**src/ctrlPkg.sv**
```systemverilog
package ctrlPkg;

    ////////////////////////////////////////////////////////////////////
    // opcode field, instruction bits 31:26
    ////////////////////////////////////////////////////////////////////

    // register forms
    localparam logic [5:0] opSpecial  = 6'b000000;
    localparam logic [5:0] opSpecial2 = 6'b011100;
    localparam logic [5:0] opSpecial3 = 6'b011111;

    // immediate forms
    localparam logic [5:0] opAddi     = 6'b001000;
    localparam logic [5:0] opAddiu    = 6'b001001;
    localparam logic [5:0] opSlti     = 6'b001010;
    localparam logic [5:0] opSltiu    = 6'b001011;
    localparam logic [5:0] opAndi     = 6'b001100;
    localparam logic [5:0] opOri      = 6'b001101;
    localparam logic [5:0] opXori     = 6'b001110;

    ////////////////////////////////////////////////////////////////////
    // function field, instruction bits 5:0
    ////////////////////////////////////////////////////////////////////

    // SPECIAL, shifts by shamt
    localparam logic [5:0] fnSll   = 6'b000000;
    localparam logic [5:0] fnSrl   = 6'b000010;
    localparam logic [5:0] fnSra   = 6'b000011;

    // SPECIAL, shifts by rs
    localparam logic [5:0] fnSllv  = 6'b000100;
    localparam logic [5:0] fnSrlv  = 6'b000110;
    localparam logic [5:0] fnSrav  = 6'b000111;

    // SPECIAL, conditional moves and HI/LO multiplies
    localparam logic [5:0] fnMovz  = 6'b001010;
    localparam logic [5:0] fnMovn  = 6'b001011;
    localparam logic [5:0] fnMult  = 6'b011000;
    localparam logic [5:0] fnMultu = 6'b011001;

    // SPECIAL, arithmetic and logic
    localparam logic [5:0] fnAdd   = 6'b100000;
    localparam logic [5:0] fnAddu  = 6'b100001;
    localparam logic [5:0] fnSub   = 6'b100010;
    localparam logic [5:0] fnAnd   = 6'b100100;
    localparam logic [5:0] fnOr    = 6'b100101;
    localparam logic [5:0] fnXor   = 6'b100110;
    localparam logic [5:0] fnNor   = 6'b100111;
    localparam logic [5:0] fnSlt   = 6'b101010;
    localparam logic [5:0] fnSltu  = 6'b101011;

    // SPECIAL2
    localparam logic [5:0] fnMadd  = 6'b000000;
    localparam logic [5:0] fnMul   = 6'b000010;
    localparam logic [5:0] fnMsub  = 6'b000100;

    ////////////////////////////////////////////////////////////////////
    // control word
    ////////////////////////////////////////////////////////////////////

    // codes are fixed by the ALU, gaps are intentional
    typedef enum logic [5:0] {
        aluAdd   = 6'b000000,
        aluSub   = 6'b000001,
        aluMul   = 6'b000010,
        aluMult  = 6'b000011,
        aluMadd  = 6'b000100,
        aluMsub  = 6'b000101,
        aluAnd   = 6'b001111,
        aluOr    = 6'b010000,
        aluNor   = 6'b010001,
        aluXor   = 6'b010010,
        aluSeh   = 6'b010011,
        aluSll   = 6'b010100,
        aluSrl   = 6'b010101,
        aluMovn  = 6'b010110,
        aluMovz  = 6'b010111,
        aluRotr  = 6'b011000,
        aluSra   = 6'b011001,
        aluSeb   = 6'b011010,
        aluSlt   = 6'b011011,
        aluAddu  = 6'b100000,
        aluMultu = 6'b100001,
        aluSltu  = 6'b100010
    } aluOpT;

    // all zero means nothing written, add on rs/rt
    typedef struct packed {
        logic  aluSrc;
        logic  regDst;
        logic  regWrite;
        logic  aluSft;
        aluOpT aluOp;
    } ctrlT;

    // one decoder's answer
    typedef struct packed {
        logic hit;
        ctrlT ctrl;
    } decodeT;

    ////////////////////////////////////////////////////////////////////
    // instruction word
    ////////////////////////////////////////////////////////////////////

    typedef struct packed {
        logic [5:0] opcode;
        logic [4:0] rs;
        logic [4:0] rt;
        logic [4:0] rd;
        logic [4:0] shamt;
        logic [5:0] funct;
    } rFmtT;

    typedef struct packed {
        logic [5:0]  opcode;
        logic [4:0]  rs;
        logic [4:0]  rt;
        logic [15:0] imm;
    } iFmtT;

    // same 32 bits, register or immediate view
    typedef union packed {
        rFmtT rFmt;
        iFmtT iFmt;
    } instrU;

endpackage

```
**src/controlSelect.sv**
```systemverilog
`timescale 1ns/1ns

module controlSelect
    import ctrlPkg::*;
(
    input  logic   Clk,
    input  logic   arstN,
    input  logic   instrValid,
    input  decodeT special,
    input  decodeT extended,
    output ctrlT   ctrl,
    output logic   illegal,
    output logic   ctrlValid
);

    ctrlT nextCtrl;
    logic anyHit;

    ////////////////////////////////////////////////////////////////////
    // merge
    ////////////////////////////////////////////////////////////////////

    assign anyHit = special.hit | extended.hit;

    // unknown words fall through to the inactive word
    always_comb begin
        if (special.hit) begin
            nextCtrl = special.ctrl;
        end else if (extended.hit) begin
            nextCtrl = extended.ctrl;
        end else begin
            nextCtrl = '0;
        end
    end

    ////////////////////////////////////////////////////////////////////
    // output register
    ////////////////////////////////////////////////////////////////////

    always_ff @(posedge Clk or negedge arstN) begin
        if (!arstN) begin
            ctrlValid <= 1'b0;
            ctrl      <= '0;
            illegal   <= 1'b0;
        end else begin
            ctrlValid <= instrValid;
            // hold last word while idle
            if (instrValid) begin
                ctrl    <= nextCtrl;
                illegal <= !anyHit;
            end
        end
    end

    ////////////////////////////////////////////////////////////////////
    // checks
    ////////////////////////////////////////////////////////////////////

    // the two opcode spaces are disjoint
    assert property (@(posedge Clk) disable iff (!arstN)
        instrValid |-> !(special.hit && extended.hit))
        else $error("controlSelect: both decoders hit");

endmodule

```
**src/controller.sv**
```systemverilog
`timescale 1ns/1ns

module controller
    import ctrlPkg::*;
(
    input  logic  Clk,
    input  logic  arstN,
    input  logic  instrValid,
    input  instrU instr,
    output ctrlT  ctrl,
    output logic  illegal,
    output logic  ctrlValid
);

    decodeT specialResult;
    decodeT extendedResult;

    // opcode 000000
    specialDecoder uSpecial (
        .instr  (instr),
        .result (specialResult)
    );

    // SPECIAL2, SPECIAL3 and immediates
    extendedDecoder uExtended (
        .instr  (instr),
        .result (extendedResult)
    );

    controlSelect uSelect (
        .Clk        (Clk),
        .arstN      (arstN),
        .instrValid (instrValid),
        .special    (specialResult),
        .extended   (extendedResult),
        .ctrl       (ctrl),
        .illegal    (illegal),
        .ctrlValid  (ctrlValid)
    );

endmodule

```
**src/extendedDecoder.sv**
```systemverilog
`timescale 1ns/1ns

module extendedDecoder
    import ctrlPkg::*;
(
    input  instrU  instr,
    output decodeT result
);

    logic immOp;

    assign immOp = instr.iFmt.opcode inside
                   {opAddi, opAddiu, opSlti, opSltiu, opAndi, opOri, opXori};

    always_comb begin
        result = '0;
        case (instr.iFmt.opcode)
            ////////////////////////////////////////////////////////////////////
            // SPECIAL2, multiply family
            ////////////////////////////////////////////////////////////////////
            opSpecial2: begin
                case (instr.rFmt.funct)
                    fnMul: begin
                        result.hit           = 1'b1;
                        result.ctrl.regDst   = 1'b1;
                        result.ctrl.regWrite = 1'b1;
                        result.ctrl.aluOp    = aluMul;
                    end
                    // accumulate into HI/LO only
                    fnMadd: begin
                        result.hit         = 1'b1;
                        result.ctrl.aluOp  = aluMadd;
                    end
                    fnMsub: begin
                        result.hit         = 1'b1;
                        result.ctrl.aluOp  = aluMsub;
                    end
                    default: result = '0;
                endcase
            end

            ////////////////////////////////////////////////////////////////////
            // SPECIAL3, sign extension
            ////////////////////////////////////////////////////////////////////
            opSpecial3: begin
                result.hit           = 1'b1;
                result.ctrl.regDst   = 1'b1;
                result.ctrl.regWrite = 1'b1;
                // shamt[3] is instruction bit 9
                if (instr.rFmt.shamt[3]) begin
                    result.ctrl.aluOp = aluSeh;
                end else begin
                    result.ctrl.aluOp = aluSeb;
                end
            end

            ////////////////////////////////////////////////////////////////////
            // immediates, flags set below
            ////////////////////////////////////////////////////////////////////
            opAddi:  result.ctrl.aluOp = aluAdd;
            opAddiu: result.ctrl.aluOp = aluAddu;
            opSlti:  result.ctrl.aluOp = aluSlt;
            opSltiu: result.ctrl.aluOp = aluSltu;
            opAndi:  result.ctrl.aluOp = aluAnd;
            opOri:   result.ctrl.aluOp = aluOr;
            opXori:  result.ctrl.aluOp = aluXor;

            // opcode 000000 belongs to the other decoder
            default: result = '0;
        endcase

        // immediate replaces rt, result lands in rt
        if (immOp) begin
            result.hit           = 1'b1;
            result.ctrl.aluSrc   = 1'b1;
            result.ctrl.regWrite = 1'b1;
        end
    end

    always_comb begin
        assert (!(result.ctrl.aluSrc && result.ctrl.regDst))
            else $error("extendedDecoder: immediate form with rd destination");
    end

endmodule

```
**src/specialDecoder.sv**
```systemverilog
`timescale 1ns/1ns

module specialDecoder
    import ctrlPkg::*;
(
    input  instrU  instr,
    output decodeT result
);

    logic shiftFunct;
    logic shiftForm;

    // sll, srl and sra only exist with rs[4:1] clear
    assign shiftFunct = instr.rFmt.funct inside {fnSll, fnSrl, fnSra};
    assign shiftForm  = (instr.rFmt.rs[4:1] == 4'b0000);

    always_comb begin
        result = '0;
        if (instr.rFmt.opcode == opSpecial) begin
            // most of the group writes rd
            result.hit           = 1'b1;
            result.ctrl.regDst   = 1'b1;
            result.ctrl.regWrite = 1'b1;

            case (instr.rFmt.funct)
                // shift amount from shamt
                fnSll: begin
                    result.ctrl.aluOp  = aluSll;
                    result.ctrl.aluSft = 1'b1;
                end
                fnSrl: begin
                    result.ctrl.aluSft = 1'b1;
                    // rs[0] turns srl into rotr
                    if (instr.rFmt.rs[0]) begin
                        result.ctrl.aluOp = aluRotr;
                    end else begin
                        result.ctrl.aluOp = aluSrl;
                    end
                end
                fnSra: begin
                    result.ctrl.aluOp  = aluSra;
                    result.ctrl.aluSft = 1'b1;
                end

                // shift amount from rs
                fnSllv: result.ctrl.aluOp = aluSll;
                fnSrlv: begin
                    // shamt[0] turns srlv into rotrv
                    if (instr.rFmt.shamt[0]) begin
                        result.ctrl.aluOp = aluRotr;
                    end else begin
                        result.ctrl.aluOp = aluSrl;
                    end
                end
                fnSrav: result.ctrl.aluOp = aluSra;

                // write decided by rt
                fnMovz: begin
                    result.ctrl.aluOp    = aluMovz;
                    result.ctrl.regWrite = (instr.rFmt.rt == 5'd0);
                end
                fnMovn: begin
                    result.ctrl.aluOp    = aluMovn;
                    result.ctrl.regWrite = (instr.rFmt.rt != 5'd0);
                end

                // result goes to HI/LO, no register write
                fnMult: begin
                    result.ctrl.aluOp    = aluMult;
                    result.ctrl.regDst   = 1'b0;
                    result.ctrl.regWrite = 1'b0;
                end
                fnMultu: begin
                    result.ctrl.aluOp    = aluMultu;
                    result.ctrl.regDst   = 1'b0;
                    result.ctrl.regWrite = 1'b0;
                end

                fnAdd:  result.ctrl.aluOp = aluAdd;
                fnAddu: result.ctrl.aluOp = aluAddu;
                fnSub:  result.ctrl.aluOp = aluSub;
                fnAnd:  result.ctrl.aluOp = aluAnd;
                fnOr:   result.ctrl.aluOp = aluOr;
                fnXor:  result.ctrl.aluOp = aluXor;
                fnNor:  result.ctrl.aluOp = aluNor;
                fnSlt:  result.ctrl.aluOp = aluSlt;
                fnSltu: result.ctrl.aluOp = aluSltu;

                // HI/LO moves and the rest are not ours
                default: result = '0;
            endcase

            if (shiftFunct && !shiftForm) begin
                result = '0;
            end
        end

        // nop, known but inactive
        if (instr == '0) begin
            result     = '0;
            result.hit = 1'b1;
        end
    end

    // only mult/multu/movx leave rd unwritten; nothing here targets rt
    always_comb begin
        if (result.hit) begin
            assert (!result.ctrl.regWrite || result.ctrl.regDst)
                else $error("specialDecoder: regWrite without regDst");
        end
    end

endmodule

```
**config.mk**
```make
export PLATFORM = sky130hd
export DESIGN_NAME = controller
export DESIGN_NICKNAME = d
export VERILOG_FILES = /design/src/ctrlPkg.sv /design/src/controlSelect.sv /design/src/controller.sv /design/src/extendedDecoder.sv /design/src/specialDecoder.sv
export SDC_FILE = /design/constraint.sdc
export NUM_CORES = 1
export LEC_CHECK = 0
export ABC_AREA = 1
export BUFFER_PORTS_ARGS = -buffer_cell sky130_fd_sc_hd__buf_2
export CORE_MARGIN = 4
export CORE_UTILIZATION = 45
export DETAILED_ROUTE_END_ITERATION = 7
export GPL_ROUTABILITY_DRIVEN = 0
export PLACE_DENSITY = 0.74
export SKIP_CTS_REPAIR_TIMING = 1
export SYNTH_ARGS = -nofsm -noshare
export SYNTH_HDL_FRONTEND = slang
export SYNTH_SLANG_ARGS = --single-unit
```
**constraint.sdc**
```tcl
create_clock -name Clk -period 1.2 [get_ports Clk]
set_input_delay 0.12 -clock Clk [delete_from_list [all_inputs] [get_ports Clk]]
set_output_delay 0.12 -clock Clk [all_outputs]
set_load 0.03 [all_outputs]
```
==> impl_metrics.py <==
metrics = {
    "run_status": {
        "status": "complete, no violations",
    },
    "worst_setup_path": {
        "r2r_cells": 3,
        "startpoint": "instr[4]",
        "cp_top_family": "simple AND/OR/NAND/NOR gates",
        "r2r_slack_ns": 0.35,
        "max_stage_delay_ns": 0.25,
        "worstSetupPathType": "in -> reg",
        "end_kind": "flop",
        "critical_path.endpoint": "uSelect.illegal$_DFFE_PN0P_",
        "cp_slowest_cell": "nor2_1",
        "worstPathRequired_ns": 1.38,
        "worstReg2RegEnd": "uSelect.ctrl[8]$_DFFE_PN0P_",
        "worstPathCellList": "buf_2 -> buf_4 -> inv_1 -> nand2_1 -> nor2_1 -> nand2_1 -> and2_1 -> nand3_1 -> o21bai_1 -> nand3_1 -> nand2_1",
        "crit_top_cell": "nand2_1",
        "timing.rr.start": "uSelect.ctrl[8]$_DFFE_PN0P_",
        "cp_max_fo": 4,
        "worst-path-buf-inv": 3,
        "cp.arrival_ns": 1.28,
        "crit_cells": 11,
        "start_kind": "input port",
    },
    "worst_hold_path": {
        "hold_depth": 4,
        "hold_class": "in -> reg",
    },
    "sta": {
        "slew_violations": 0,
        "setup_slack_ns": 0.0945,
        "tightest_slew_ns": 0.315,
        "slew_headroom": 0.789,
        "finalClockSkew_ns": 0,
        "rsz0062_at_grt": "false",
        "fmax_mhz": 905,
        "hold_viol_final": 0,
        "min_period_ns": 1.11,
        "setup_viol": 0,
        "tns_ns": 0,
        "period_share": 0.921,
    },
    "pwr": {
        "p_total_uw": 1160,
        "power.switching_uw": 387,
        "ir_drop_mv": 0.969,
        "power_density_nw_per_um2": 646,
        "switching_share": 0.334,
        "p_int_uw": 773,
        "power_frac_comb": 0.343,
        "power.leakage_uw": 0.00109,
        "p_seq_frac": 0.371,
        "pwr-share-clk": 0.286,
    },
    "synthesis": {
        "synth_area_um2": 1260,
        "netlist-cell-type-count": 30,
        "synth-edff-count": 0,
        "synth_ff_type": "dfrtp_1",
        "syn_area_per_cell_um2": 5.69,
        "synth_warnings": 0,
        "syn-num-nets": 257,
        "synth_cells": 222,
        "synth-seq-area-share": 0.238,
        "postSynth.asyncResetShare": 1.00,
        "synth.ff_latch_count": 12,
    },
    "layout": {
        "layout-drive-gt1-share": 0.329,
        "antenna_cells": 0,
        "n_fill_cell": 239,
        "finalNetCount": 337,
        "area_growth_pct": 42.2,
        "fin_area_um2": 1800,
    },
    "floorplanning": {
        "initial_core_util": 0.492,
        "core_um2": 2570,
        "chipWidth_um": 61.0,
        "die-area_um2": 3720,
        "num_rows": 18,
        "die-height_um": 61.0,
        "ios": 47,
    },
    "clock_tree": {
        "clock_latency_ns": 0.28,
        "clk_root_buffer_cell": "clkbuf_4",
        "cts_tree": "yes",
        "cts_buffers": 3,
        "cts_buffer_depth": 2,
        "htreeDepth": 1,
        "numClockSinks": 12,
        "path_clk_slew_ns": 0.08,
    },
    "routing": {
        "vias_per_cell": 5.10,
        "drtIter0Drc": 85,
        "post-route-drc-count": 0,
        "antenna_left": 0,
        "totalWireLength_mm": 3.76,
        "vias": 1687,
        "drtPass1Iterations": 4,
        "wl_per_cell_um": 11.3,
    },
    "place": {
        "dp_hpwl_mm": 3.17,
        "dpl-instance-area_um2": 1750,
        "dp_slack_ns": -0.186,
        "port_buffers": 46,
    },
    "global_route": {
        "antenna_found_initial": 0,
        "grt_usage": 0.227,
        "grt_pass1_vias": 1521,
        "grt_max_degree": 13,
        "overflow": 0,
        "grt_first_pass_wirelength_mm": 6.40,
    },
    "job": {
        "maxCapViolCount": 0,
    },
}
[tightest hold or removal path, cell delays in order]
cell and delay [ns]:
buf_2 0.10, or2_2 0.10, nand2_1 0.04, inv_1 0.04
[logic make-up after synthesis]
logic type	count (synthesis)	synth area share
AOI/OAI and AO/OA	12	0.0584
buffers and inverters	27	0.0822
DFF	12	0.238
and+or+nand+nor	171	0.622
[how the worst min path moves through the flow]
| stage | start | to | slack [ns] |
|---|---|---|---|
| 2_1_floorplan | arstN | uSelect.ctrlValid$_DFF_PN0_ | -0.18 |
| 3_3_place_gp | arstN | uSelect.ctrl[4]$_DFFE_PN0P_ | 0.005 |
| 3_5_place_dp | arstN | uSelect.ctrl[4]$_DFFE_PN0P_ | 0.007 |
| 4_1_cts | arstN | uSelect.ctrl[6]$_DFFE_PN0P_ | -0.29 |
| 5_1_grt | instrValid | uSelect.ctrlValid$_DFF_PN0_ | 0.16 |
| 6_report | instrValid | uSelect.ctrl[8]$_DFFE_PN0P_ | 0.14 |
[metrics by stage]
stage	std cells	utilization	hold slack [ns]
final	331	0.700	0.140
after global routing	331	0.700	0.158
after CTS	330	0.695	-0.293
after detailed placement	326	0.681	0.00692
after global placement	326	0.681	0.00457
after floorplan	222	-	-0.176
[cell usage in the layout (no fill, tap or decap), drive strengths merged]
master / n
a211oi: 1
a21oi: 4
a311oi: 1
and2: 2
and3: 1
buf: 76
clkbuf: 4
clkinv: 2
dfrtp: 12
dlygate4sd3: 1
inv: 23
nand2: 68
nand3: 40
nand4: 5
nor2: 48
nor3: 4
nor3b: 1
nor4: 1
o211ai: 1
o21a: 1
o21ai: 3
o21bai: 1
or2: 1
[per-layer routing]
| layer | share of wire | track usage | vias up |
|---|---|---|---|
| met5 | 0 | 0 | - |
| met4 | 0.0045 | 0.0402 | 0 |
| met3 | 0.086 | 0.0468 | 5 |
| met2 | 0.46 | 0.363 | 71 |
| met1 | 0.45 | 0.320 | 733 |
| li1 | - | - | 878 |
[cells in the mapped netlist (all sizes together) (2+ instances only)]
master | instances | area share
nand2 | 68 | 0.21
nor2 | 48 | 0.18
nand3 | 40 | 0.16
inv | 23 | 0.068
dfrtp | 12 | 0.24
nand4 | 5 | 0.025
a21oi | 4 | 0.016
nor3 | 4 | 0.016
o21ai | 3 | 0.012
and2 | 2 | 0.0099
buf | 2 | 0.0069
clkinv | 2 | 0.0069
[power groups by stage]
| stage | clock network, µW | logic, µW | registers (µW) |
|---|---|---|---|
| final | 332 | 398 | 430 |
| after global routing | 362 | 445 | 433 |
| after CTS | 331 | 395 | 430 |
| after detailed placement | 0 | 394 | 438 |
| after global placement | 0 | 388 | 438 |
| after floorplan | 0 | 153 | 476 |
[sequential cells by signal (all words and copies together) (netlist names)]
| signal | count |
|---|---|
| uSelect.ctrl | 10 |
| uSelect.ctrlValid | 1 |
| uSelect.illegal | 1 |
[cell type report]
type	count	area [µm²]	area share
clock buffer	4	36.3	0.0202
sequential	12	300	0.167
inverter	25	95.1	0.0529
tap	30	37.5	0.0209
timing repair buffer	77	465	0.259
multi-input combinational	183	862	0.480
No activity file was read; power rests on OpenSTA's default activity.
